File: src/design/rvc_pkg.sv
`default_nettype none

package rvc_pkg;

	localparam int INSTR_W = 32;
	localparam int HALF_W = 16;

	// base ISA major opcodes
	localparam logic [6:0] OPCODE_LOAD = 7'h03;
	localparam logic [6:0] OPCODE_OP_IMM = 7'h13;
	localparam logic [6:0] OPCODE_STORE = 7'h23;
	localparam logic [6:0] OPCODE_OP = 7'h33;
	localparam logic [6:0] OPCODE_LUI = 7'h37;
	localparam logic [6:0] OPCODE_BRANCH = 7'h63;
	localparam logic [6:0] OPCODE_JALR = 7'h67;
	localparam logic [6:0] OPCODE_JAL = 7'h6f;

	localparam logic [4:0] REG_ZERO = 5'd0;
	localparam logic [4:0] REG_RA = 5'd1;
	localparam logic [4:0] REG_SP = 5'd2;

	localparam logic [INSTR_W-1:0] EBREAK_INSTR = 32'h0010_0073;

	// low two bits of a fetch word
	localparam logic [1:0] QUAD0 = 2'b00;
	localparam logic [1:0] QUAD1 = 2'b01;
	localparam logic [1:0] QUAD2 = 2'b10;
	localparam logic [1:0] QUAD_FULL = 2'b11;

	typedef struct packed {
		logic [2:0] funct3;
		logic imm_hi;
		logic [4:0] rd;
		logic [4:0] imm_lo;
		logic [1:0] quad;
	} rvc_ci_t;

	typedef struct packed {
		logic [2:0] funct3;
		logic [7:0] imm;
		logic [2:0] rd_p;
		logic [1:0] quad;
	} rvc_ciw_t;

	// also covers CS and the register fields of CA
	typedef struct packed {
		logic [2:0] funct3;
		logic [2:0] imm_hi;
		logic [2:0] rs1_p;
		logic [1:0] imm_lo;
		logic [2:0] rd_p;
		logic [1:0] quad;
	} rvc_cl_t;

	typedef struct packed {
		logic [2:0] funct3;
		logic off_hi;
		logic [1:0] funct2;
		logic [2:0] rs1_p;
		logic [4:0] off_lo;
		logic [1:0] quad;
	} rvc_cb_t;

	typedef struct packed {
		logic [2:0] funct3;
		logic [10:0] target;
		logic [1:0] quad;
	} rvc_cj_t;

	typedef struct packed {
		logic [2:0] funct3;
		logic [5:0] imm;
		logic [4:0] rs2;
		logic [1:0] quad;
	} rvc_css_t;

	typedef union packed {
		logic [HALF_W-1:0] raw;
		rvc_ci_t ci;
		rvc_ciw_t ciw;
		rvc_cl_t cl;
		rvc_cb_t cb;
		rvc_cj_t cj;
		rvc_css_t css;
	} rvc_half_u;

	typedef struct packed {
		logic [INSTR_W-1:0] instr;
		logic is_compressed;
		logic illegal;
	} rvc_result_t;

	typedef struct packed {
		logic [INSTR_W-1:0] instr;
		logic illegal;
	} quad_out_t;

endpackage

`default_nettype wire

File: src/design/rvc_credit_queue.sv
`timescale 1ns/1ps
`default_nettype none

module rvc_credit_queue #(
	parameter int DEPTH = 4,
	parameter int OUT_CREDITS = 2
) (
	input  logic clk_i,
	input  logic arst_n_i,
	input  logic wr_valid_i,
	input  rvc_pkg::rvc_result_t wr_data_i,
	output logic in_credit_o,
	output logic out_valid_o,
	output rvc_pkg::rvc_result_t out_data_o,
	input  logic out_credit_i
);

	localparam int PTR_W = (DEPTH > 1) ? $clog2(DEPTH) : 1;
	localparam int CNT_W = $clog2(DEPTH + 1);
	localparam int CRD_W = $clog2(OUT_CREDITS + 1);

	rvc_pkg::rvc_result_t mem [DEPTH];
	logic [PTR_W-1:0] wr_ptr;
	logic [PTR_W-1:0] rd_ptr;
	logic [CNT_W-1:0] count;
	logic [CRD_W-1:0] credits;
	logic pop;

	function automatic logic [PTR_W-1:0] ptr_inc(input logic [PTR_W-1:0] ptr);
		return (ptr == PTR_W'(DEPTH - 1)) ? '0 : ptr + 1'b1;
	endfunction

	// head leaves whenever something is queued and downstream has room
	assign pop = (count != '0) && (credits != '0);
	assign out_valid_o = pop;
	assign in_credit_o = pop;
	assign out_data_o = mem[rd_ptr];

	always_ff @(posedge clk_i) begin
		if (wr_valid_i) begin
			mem[wr_ptr] <= wr_data_i;
		end
	end

	always_ff @(posedge clk_i or negedge arst_n_i) begin
		if (!arst_n_i) begin
			wr_ptr <= '0;
			rd_ptr <= '0;
			count <= '0;
			credits <= CRD_W'(OUT_CREDITS);
		end else begin
			if (wr_valid_i) begin
				wr_ptr <= ptr_inc(wr_ptr);
			end
			if (pop) begin
				rd_ptr <= ptr_inc(rd_ptr);
			end
			case ({wr_valid_i, pop})
				2'b10: count <= count + 1'b1;
				2'b01: count <= count - 1'b1;
				default: ;
			endcase
			// spend on pop, refill on returned credit
			case ({pop, out_credit_i})
				2'b10: credits <= credits - 1'b1;
				2'b01: credits <= credits + 1'b1;
				default: ;
			endcase
		end
	end

	// producer must stay within the credits handed back upstream
	a_no_write_full: assert property (@(posedge clk_i) disable iff (!arst_n_i)
		wr_valid_i |-> (count != CNT_W'(DEPTH)))
		else $error("write while queue full");

	// consumer never returns more than it was given
	a_credit_bound: assert property (@(posedge clk_i) disable iff (!arst_n_i)
		credits <= CRD_W'(OUT_CREDITS))
		else $error("downstream credit counter above limit");

	// last credit spent, output stalls until one comes back
	a_stall_on_zero: assert property (@(posedge clk_i) disable iff (!arst_n_i)
		(out_valid_o && (credits == CRD_W'(1)) && !out_credit_i) |=> !out_valid_o)
		else $error("output valid with no downstream credit");

endmodule

`default_nettype wire

File: src/design/rvc_decoder.sv
`timescale 1ns/1ps
`default_nettype none

module rvc_decoder #(
	parameter int DEPTH = 4,
	parameter int OUT_CREDITS = 2
) (
	input  logic clk_i,
	input  logic arst_n_i,

	// upstream, credit based
	input  logic in_valid_i,
	input  logic [rvc_pkg::INSTR_W-1:0] in_instr_i,
	output logic in_credit_o,

	// downstream, credit based
	output logic out_valid_o,
	output rvc_pkg::rvc_result_t out_result_o,
	input  logic out_credit_i
);

	rvc_pkg::rvc_result_t exp_result;

	rvc_expander u_expander (
		.instr_i (in_instr_i),
		.result_o(exp_result)
	);

	rvc_credit_queue #(
		.DEPTH      (DEPTH),
		.OUT_CREDITS(OUT_CREDITS)
	) u_queue (
		.clk_i       (clk_i),
		.arst_n_i    (arst_n_i),
		.wr_valid_i  (in_valid_i),
		.wr_data_i   (exp_result),
		.in_credit_o (in_credit_o),
		.out_valid_o (out_valid_o),
		.out_data_o  (out_result_o),
		.out_credit_i(out_credit_i)
	);

endmodule

`default_nettype wire

File: src/design/rvc_expander.sv
`timescale 1ns/1ps
`default_nettype none

module rvc_expander (
	input  logic [rvc_pkg::INSTR_W-1:0] instr_i,
	output rvc_pkg::rvc_result_t result_o
);

	rvc_pkg::rvc_half_u half;
	rvc_pkg::quad_out_t q0_out;
	rvc_pkg::quad_out_t q1_out;
	rvc_pkg::quad_out_t q2_out;
	rvc_pkg::quad_out_t sel;

	assign half = instr_i[rvc_pkg::HALF_W-1:0];

	rvc_quadrant0 u_quadrant0 (
		.half_i(half),
		.out_o (q0_out)
	);

	rvc_quadrant1 u_quadrant1 (
		.half_i(half),
		.out_o (q1_out)
	);

	rvc_quadrant2 u_quadrant2 (
		.half_i(half),
		.out_o (q2_out)
	);

	always_comb begin
		case (instr_i[1:0])
			rvc_pkg::QUAD0: sel = q0_out;
			rvc_pkg::QUAD1: sel = q1_out;
			rvc_pkg::QUAD2: sel = q2_out;
			// full-width word, nothing to expand
			default: sel = '{instr: instr_i, illegal: 1'b0};
		endcase
	end

	// an illegal halfword keeps the whole fetch word, upper half included
	assign result_o = '{
		instr: sel.illegal ? instr_i : sel.instr,
		is_compressed: (instr_i[1:0] != rvc_pkg::QUAD_FULL),
		illegal: sel.illegal
	};

endmodule

`default_nettype wire

File: src/design/rvc_quadrant0.sv
`timescale 1ns/1ps
`default_nettype none

module rvc_quadrant0 (
	input  rvc_pkg::rvc_half_u half_i,
	output rvc_pkg::quad_out_t out_o
);

	rvc_pkg::rvc_ciw_t ciw;
	rvc_pkg::rvc_cl_t cl;
	logic [rvc_pkg::INSTR_W-1:0] instr;
	logic illegal;

	assign ciw = half_i.ciw;
	assign cl = half_i.cl;

	// 3-bit register fields select x8..x15
	always_comb begin
		instr = '0;
		illegal = 1'b0;
		case (ciw.funct3)
			3'b000: begin
				// c.addi4spn, immediate scaled by 4
				instr = {2'b00, ciw.imm[5:2], ciw.imm[7:6], ciw.imm[0], ciw.imm[1], 2'b00,
					rvc_pkg::REG_SP, 3'b000, 2'b01, ciw.rd_p, rvc_pkg::OPCODE_OP_IMM};
				illegal = (ciw.imm == 8'h00);
			end
			3'b010: begin
				instr = {5'b00000, cl.imm_lo[0], cl.imm_hi, cl.imm_lo[1], 2'b00,
					2'b01, cl.rs1_p, 3'b010, 2'b01, cl.rd_p, rvc_pkg::OPCODE_LOAD};
			end
			3'b110: begin
				instr = {5'b00000, cl.imm_lo[0], cl.imm_hi[2], 2'b01, cl.rd_p,
					2'b01, cl.rs1_p, 3'b010, cl.imm_hi[1:0], cl.imm_lo[1], 2'b00,
					rvc_pkg::OPCODE_STORE};
			end
			default: illegal = 1'b1;
		endcase
	end

	assign out_o = '{
		instr: illegal ? {{(rvc_pkg::INSTR_W - rvc_pkg::HALF_W){1'b0}}, half_i.raw} : instr,
		illegal: illegal
	};

endmodule

`default_nettype wire

File: src/design/rvc_quadrant1.sv
`timescale 1ns/1ps
`default_nettype none

module rvc_quadrant1 (
	input  rvc_pkg::rvc_half_u half_i,
	output rvc_pkg::quad_out_t out_o
);

	rvc_pkg::rvc_ci_t ci;
	rvc_pkg::rvc_cl_t cl;
	rvc_pkg::rvc_cb_t cb;
	rvc_pkg::rvc_cj_t cj;
	logic [rvc_pkg::INSTR_W-1:0] instr;
	logic illegal;
	logic [2:0] alu_f3;
	logic alu_sub;

	assign ci = half_i.ci;
	assign cl = half_i.cl;
	assign cb = half_i.cb;
	assign cj = half_i.cj;

	always_comb begin
		instr = '0;
		illegal = 1'b0;
		alu_f3 = 3'b000;
		alu_sub = 1'b0;
		case (ci.funct3)
			3'b000: begin
				// c.addi, c.nop when rd is x0
				instr = {{7{ci.imm_hi}}, ci.imm_lo, ci.rd, 3'b000, ci.rd,
					rvc_pkg::OPCODE_OP_IMM};
			end
			3'b001, 3'b101: begin
				// c.jal links to ra, c.j does not link
				instr = {cj.target[10], cj.target[6], cj.target[8:7], cj.target[4],
					cj.target[5], cj.target[0], cj.target[9], cj.target[3:1],
					{9{cj.target[10]}},
					(cj.funct3[2] ? rvc_pkg::REG_ZERO : rvc_pkg::REG_RA),
					rvc_pkg::OPCODE_JAL};
			end
			3'b010: begin
				instr = {{7{ci.imm_hi}}, ci.imm_lo, rvc_pkg::REG_ZERO, 3'b000, ci.rd,
					rvc_pkg::OPCODE_OP_IMM};
			end
			3'b011: begin
				if (ci.rd == rvc_pkg::REG_SP) begin
					// c.addi16sp, immediate scaled by 16
					instr = {{3{ci.imm_hi}}, ci.imm_lo[2:1], ci.imm_lo[3], ci.imm_lo[0],
						ci.imm_lo[4], 4'b0000, rvc_pkg::REG_SP, 3'b000, rvc_pkg::REG_SP,
						rvc_pkg::OPCODE_OP_IMM};
				end else begin
					instr = {{15{ci.imm_hi}}, ci.imm_lo, ci.rd, rvc_pkg::OPCODE_LUI};
				end
				illegal = ({ci.imm_hi, ci.imm_lo} == 6'd0);
			end
			3'b100: begin
				case (cb.funct2)
					2'b00, 2'b01: begin
						// srli / srai, funct2[0] picks arithmetic
						instr = {1'b0, cb.funct2[0], 5'b00000, cb.off_lo, 2'b01, cb.rs1_p,
							3'b101, 2'b01, cb.rs1_p, rvc_pkg::OPCODE_OP_IMM};
						illegal = cb.off_hi;
					end
					2'b10: begin
						instr = {{7{cb.off_hi}}, cb.off_lo, 2'b01, cb.rs1_p, 3'b111,
							2'b01, cb.rs1_p, rvc_pkg::OPCODE_OP_IMM};
					end
					default: begin
						case ({cb.off_hi, cl.imm_lo})
							3'b000: alu_sub = 1'b1;
							3'b001: alu_f3 = 3'b100;
							3'b010: alu_f3 = 3'b110;
							3'b011: alu_f3 = 3'b111;
							default: illegal = 1'b1;
						endcase
						instr = {1'b0, alu_sub, 5'b00000, 2'b01, cl.rd_p, 2'b01, cb.rs1_p,
							alu_f3, 2'b01, cb.rs1_p, rvc_pkg::OPCODE_OP};
					end
				endcase
			end
			default: begin
				// c.beqz / c.bnez against x0
				instr = {{4{cb.off_hi}}, cb.off_lo[4:3], cb.off_lo[0], rvc_pkg::REG_ZERO,
					2'b01, cb.rs1_p, 2'b00, cb.funct3[0], cb.funct2, cb.off_lo[2:1],
					cb.off_hi, rvc_pkg::OPCODE_BRANCH};
			end
		endcase
	end

	assign out_o = '{
		instr: illegal ? {{(rvc_pkg::INSTR_W - rvc_pkg::HALF_W){1'b0}}, half_i.raw} : instr,
		illegal: illegal
	};

endmodule

`default_nettype wire

File: src/design/rvc_quadrant2.sv
`timescale 1ns/1ps
`default_nettype none

module rvc_quadrant2 (
	input  rvc_pkg::rvc_half_u half_i,
	output rvc_pkg::quad_out_t out_o
);

	rvc_pkg::rvc_ci_t ci;
	rvc_pkg::rvc_css_t css;
	logic [rvc_pkg::INSTR_W-1:0] instr;
	logic illegal;

	assign ci = half_i.ci;
	assign css = half_i.css;

	always_comb begin
		instr = '0;
		illegal = 1'b0;
		case (ci.funct3)
			3'b000: begin
				instr = {7'b0000000, ci.imm_lo, ci.rd, 3'b001, ci.rd,
					rvc_pkg::OPCODE_OP_IMM};
				illegal = ci.imm_hi;
			end
			3'b010: begin
				// c.lwsp, offset scaled by 4 from sp
				instr = {4'b0000, ci.imm_lo[1:0], ci.imm_hi, ci.imm_lo[4:2], 2'b00,
					rvc_pkg::REG_SP, 3'b010, ci.rd, rvc_pkg::OPCODE_LOAD};
				illegal = (ci.rd == rvc_pkg::REG_ZERO);
			end
			3'b100: begin
				// bit 12 and rs2 split mv/jr/add/jalr/ebreak
				if (!ci.imm_hi) begin
					if (css.rs2 != rvc_pkg::REG_ZERO) begin
						instr = {7'b0000000, css.rs2, rvc_pkg::REG_ZERO, 3'b000, ci.rd,
							rvc_pkg::OPCODE_OP};
					end else begin
						instr = {12'h000, ci.rd, 3'b000, rvc_pkg::REG_ZERO,
							rvc_pkg::OPCODE_JALR};
						illegal = (ci.rd == rvc_pkg::REG_ZERO);
					end
				end else if (css.rs2 != rvc_pkg::REG_ZERO) begin
					instr = {7'b0000000, css.rs2, ci.rd, 3'b000, ci.rd, rvc_pkg::OPCODE_OP};
				end else if (ci.rd == rvc_pkg::REG_ZERO) begin
					instr = rvc_pkg::EBREAK_INSTR;
				end else begin
					instr = {12'h000, ci.rd, 3'b000, rvc_pkg::REG_RA, rvc_pkg::OPCODE_JALR};
				end
			end
			3'b110: begin
				instr = {4'b0000, css.imm[1:0], css.imm[5], css.rs2, rvc_pkg::REG_SP,
					3'b010, css.imm[4:2], 2'b00, rvc_pkg::OPCODE_STORE};
			end
			default: illegal = 1'b1;
		endcase
	end

	assign out_o = '{
		instr: illegal ? {{(rvc_pkg::INSTR_W - rvc_pkg::HALF_W){1'b0}}, half_i.raw} : instr,
		illegal: illegal
	};

endmodule

`default_nettype wire

File: config.mk
export PLATFORM = sky130hd
export DESIGN_NAME = rvc_decoder
export DESIGN_NICKNAME = d
export VERILOG_FILES = /design/src/design/rvc_pkg.sv /design/src/design/rvc_credit_queue.sv /design/src/design/rvc_decoder.sv /design/src/design/rvc_expander.sv /design/src/design/rvc_quadrant0.sv /design/src/design/rvc_quadrant1.sv /design/src/design/rvc_quadrant2.sv
export SDC_FILE = /design/constraint.sdc
export NUM_CORES = 1
export LEC_CHECK = 0
export BUFFER_PORTS_ARGS = -buffer_cell sky130_fd_sc_hd__buf_2
export CAP_MARGIN = 10
export CORE_MARGIN = 10
export CORE_UTILIZATION = 50
export DETAILED_ROUTE_END_ITERATION = 16
export PLACE_DENSITY = 0.7
export SLEW_MARGIN = 5
export SYNTH_ARGS = -nofsm -noshare
export SYNTH_HDL_FRONTEND = slang
export SYNTH_SLANG_ARGS = --single-unit
File: constraint.sdc
create_clock -name clk_i -period 5.4 [get_ports clk_i]
set_clock_uncertainty 0.05 [all_clocks]
set_input_delay 1.08 -clock clk_i [delete_from_list [all_inputs] [get_ports clk_i]]
set_output_delay 1.08 -clock clk_i [all_outputs]
set_load 0.05 [all_outputs]
# After elaboration in Yosys (flattened, before gate mapping)
# Memories as Yosys holds them, arrays and structs flattened.
# Cells that the tools add are included.
# Widths: inputs -> output; s select.
totals:
  wordCells: 79
  input_bits: 36
  ram_bits: 136
  mem_count: 1
  regBits: 9
classes:
  n_eq_ne: 21
  add_sub_neg: 6
  n_reduce_logical: 17
  n_mux: 30
mem_list:
  columns: ["memory", "words", "word_bits", "rd", "rd_clocked_by_memory_dff", "wr", "line", "text"]
  rows:
  - ["u_queue.mem", 4, 34, 1, 0, 1, "rvc_credit_queue.sv:22", "rvc_pkg::rvc_result_t mem [DEPTH];"]
ops:
  columns: ["operator", "n"]
  rows:
  - ["$pmux 32 s5", 1]
  - ["$pmux 28 s4", 1]
  - ["$pmux 33 s3", 1]
  - ["$mux 32", 3]
  - ["$pmux 30 s3", 1]
  - ["$mux 25", 3]
  - ["$pmux 32 s2", 1]
  - ["$mux 30", 1]
  - ["$mux 29", 1]
  - ["$mux 21", 1]
  - ["$eq 2x2->1 const B", 6]
  - ["$eq 3x2->1 const B", 4]
  - ["$eq 3x3->1 const B", 3]
  - ["$pmux 3 s3", 1]
  - ["$eq 2x1->1 const B", 4]
  - ["$logic_not 8->1", 1]
  - ["$mux 1", 7]
  - ["$add 2x1->2 const B", 3]
  - ["$eq 3x1->1 const B", 2]
  - ["$logic_not 3->1", 2]
  - ["$logic_not 6->1", 1]
  - ["$pmux 1 s2", 3]
  - ["$pmux 3 s2", 1]
  - ["$reduce_bool 2->1", 3]
  - ["15 further kinds", 19]

# Logic depth before layout (Yosys ltp)
depth:
  depth_word: 8
  ltp_mapped: 10
  mapped_depth_nobuf: 8

# Modules after synthesis
# Synthesis repeated with hierarchy kept, for this count alone.
hier_totals:
  cells_unflattened: 631
  hier_area_um2: 8398.1
modules_own_cells:
  columns: ["mod", "seq_area_each_um2", "area_each_um2", "cells_per_inst", "n_inst"]
  rows:
  - ["rvc_credit_queue", 4310.4, 5487.8, 221, 1]
  - ["rvc_expander", 0.0, 1114.8, 120, 1]
  - ["rvc_quadrant1", 0.0, 834.6, 144, 1]
  - ["rvc_quadrant2", 0.0, 536.8, 81, 1]
  - ["rvc_quadrant0", 0.0, 424.2, 65, 1]

# Worst setup path before layout
# OpenSTA, ideal clock, no wires.
synth_timing:
  path_kind: "input port to flip-flop"
  from: "in in_instr_i[3] (netlist bit)"
  to: "mem u_queue.mem[0][9] (netlist bit) (data pin)"
  arrival_time_ns: 2.975
  setup_time_ns: 0.289
  slack_ns: 2.087
  n_path_buf: 2
  cell_stages: 7
  cell_sequence: "buf_2 or3_4 or4_4 and3_4 nor3_4 buf_4 o21ai_0"
synth_rtl:
  columns: ["item", "line", "text"]
  rows:
  - ["start: declaration", "rvc_decoder.sv:13", "input logic [rvc_pkg::INSTR_W-1:0] in_instr_i,"]
  - ["end: declaration", "rvc_credit_queue.sv:22", null]

==> metrics.cfg <==
[yosys]
syn_nets=590
synth_warnings=0
syn_area_mm2=0.00720
syn_inst=546
synth_top_area_share_pct=56.7
synthTopCellsByCount=edfxtp_1 (136), nand2_1 (50), a21oi_1 (39)
synth_most_common_cell=edfxtp_1
synth.largest_area_cell=edfxtp_1
synth-edff-count=136
yosysSeqAreaShare_pct=59.9
synth-seq-cells=145
avgSynthCellArea_um2=13.2
synthArstFlopShare_pct=6.21
synth_top_flop_cell=edfxtp_1
synthTopCellsByArea=edfxtp_1 (57%), mux4_2 (11%), dfrtp_1 (2.8%)
synth.distinct_cells=67

[detailed_routing]
wl_met1_um=8430
firstDrtPassIters=6
highest_layer=met4
wire_per_inst_um=25.1
drt-total-wl_um=19900
drt_iter0_drc=578
wl_met2_um=9400
viasPerCell=6.51
ant_nets=0
routed-wl-met3_um=1570
drcViolationCount=0
num_vias=5176

[clock_network]
cts_setup_buffers=0
cts_root_buf=clkbuf_16
cts_inserted_buffers=17
cts-resized-gates=0
cts_buffer_depth=2
cts_tree=yes
clock_latency_ns=0.41
path_clk_slew_ns=0.06
cts.sinks=145
cts_htree_levels=4
postCtsHoldBufs=0

[die]
die_width_um=140
fp-row-count=43
pin_count=72
fp.dieH_um=140
start_util_pct=51.5
die_area_mm2=0.0196
core_mm2=0.0140

[status]
status=completed

[timing]
rsz0062_at_grt=no
tns_ns=0
fin_crit_sh_pct=76.0
maxSlewViolCount=0
setup_slack_ns=1.30
report.final.setup_viol=0
fin_crit_ns=4.10
relSlewSlack_pct=37.4
hold_violations=0
worst_pin_slew_ns=0.935
max_freq_ghz=0.244

[hold_path]
holdPathEnd=u_queue.count[2]
hp-class=reg2reg
worstHoldStart=u_queue.count[2]
whs_path_depth=1

[critical_path]
critPathBufInv=1
crit_chain=buf_2 > nor2_1 > nand4_1 > and3_4 > nor3_4 > nor3_1 > o21ai_0
r2r-start=u_queue.count[0]
critPathRequiredTime_ns=5.54
cp_max_fo=33
crit_path_max_incr_delay_ns=0.79
r2r_slack_ns=3.12
critical_path.top_delay_family=simple AND/OR/NAND/NOR gates
cp_slowest_cell=nor3_4
r2r.worst_path.cells=8
critical_path_class=in2reg
arrival_ns=4.24
startpoint_type=input pin
cp-end-kind=register
regToRegEndpoint=u_queue.count[2]

[cells_and_area]
layout-drive-gt1-share_pct=25.7
finalNetCount=648
area_delta_synth_final_pct=14.7
layoutNonFillerInstCount=795
diodes=0
fin_util_pct=59.0

[power_and_ir_drop]
irDropWorstVdd_uv=286
power_mw=4.41
p_leak_nw=2.89
pwr_density_cell_mw_per_mm2=534

[place]
port_buffers=71
dp_hpwl_um=13800
dpl_worst_slack_ns=0.953
place.gp.congestion=0.994
dp_cells=765

[grt]
overflow=0
grt_max_degree=37
first_global_vias=5201
grtUsageTotal_pct=20.4
grt_antenna_before_repair=0
grt_first_pass_wirelength_um=31400

[job]
max-cap-violations=0

metal layers:
| metal | global-route usage, % | up-vias |
|---|---|---|
| met5 | 0 | - |
| met4 | 6.52 | 0 |
| met3 | 5.51 | 50 |
| met2 | 31.7 | 302 |
| met1 | 27.4 | 2553 |
| li1 | - | 2271 |
worst reg2reg max path, stage by stage, from the launching register on:
cell,delay [ns]
dfrtp_1,0.40
o32ai_1,0.61
inv_1,0.21
ha_1,0.27
inv_1,0.08
fa_1,0.18
xor2_1,0.15
nor2_1,0.08
xor2_1,0.14
kinds of logic after synthesis:
kind of cell	Yosys count	synth area share [%]
compound gates	139	12.6
simple gates	152	10.7
xor+xnor	6	0.730
fa+ha+maj	8	1.49
flops	145	59.9
mux	39	11.4
buf+inv	57	3.27
cell usage in the layout, fill, tap and decap left out, types with 4 or more instances in the layout:
cell / netlist / layout
a211o_1: 4 / 4
a21oi_1: 39 / 39
a221o_1: 5 / 5
a221oi_1: 4 / 4
a22oi_1: 9 / 9
a31oi_1: 8 / 8
and2_1: 5 / 5
buf_2: 5 / 72
buf_4: 2 / 11
clkbuf_16: 0 / 17
dfrtp_1: 8 / 7
edfxtp_1: 136 / 136
ha_1: 7 / 7
inv_1: 12 / 12
mux4_2: 34 / 34
nand2_1: 50 / 50
nand2b_1: 8 / 8
nand3_1: 6 / 6
nor2_1: 28 / 28
nor2b_1: 4 / 4
nor3_1: 22 / 22
nor4_1: 4 / 4
o21ai_0: 31 / 31
o22ai_1: 4 / 4
o31ai_1: 6 / 6
xor2_1: 4 / 4
worst max-delay path by stage:
stage | slack [ns] | cells past startpoint | endpoint | from
finish | 1.30 | 7 | u_queue.mem[0][10] | in_instr_i[13]
global route | 1.01 | 7 | u_queue.mem[1][26] | in_instr_i[13]
CTS | 1.38 | 7 | u_queue.mem[3][10] | in_instr_i[13]
detailed placement | 0.95 | 7 | u_queue.mem[3][10] | in_instr_i[13]
global placement | 1.02 | 8 | u_queue.mem[0][27] | in_instr_i[13]
floorplan | 2.09 | 7 | u_queue.mem[0][9] | in_instr_i[3]
stage by stage:
stage / hold slack [ns] / area, um^2
after floorplan: 0.392 / 7200
after global placement: 0.409 / 7680
after detailed placement: 0.432 / 7680
after CTS: 0.442 / 8260
after global routing: 0.448 / 8260
final: 0.437 / 8260
power by group:
group	internal, mW	total (mW)	leakage (nW)	switching (mW)
logic	0.521	1.69	1.25	1.17
clock network	0.717	1.13	0.276	0.415
registers	1.48	1.59	1.36	0.103
final cells by class:
class                      count  area, um^2
clock buffer                  19         433
clock inverter                11         141
fill                        1117        5730
inverter                      13        48.8
multi-input combinational    344        2650
sequential                   145        4310
tap                          180         225
timing repair buffer          83         443
sequential cells by signal, summed over array words and instances (netlist names):
register         flops
u_queue.credits      2
u_queue.mem        136
u_queue.count        3
u_queue.wr_ptr       2
u_queue.rd_ptr       2
Note: power is estimated with default switching activity, not from simulation.
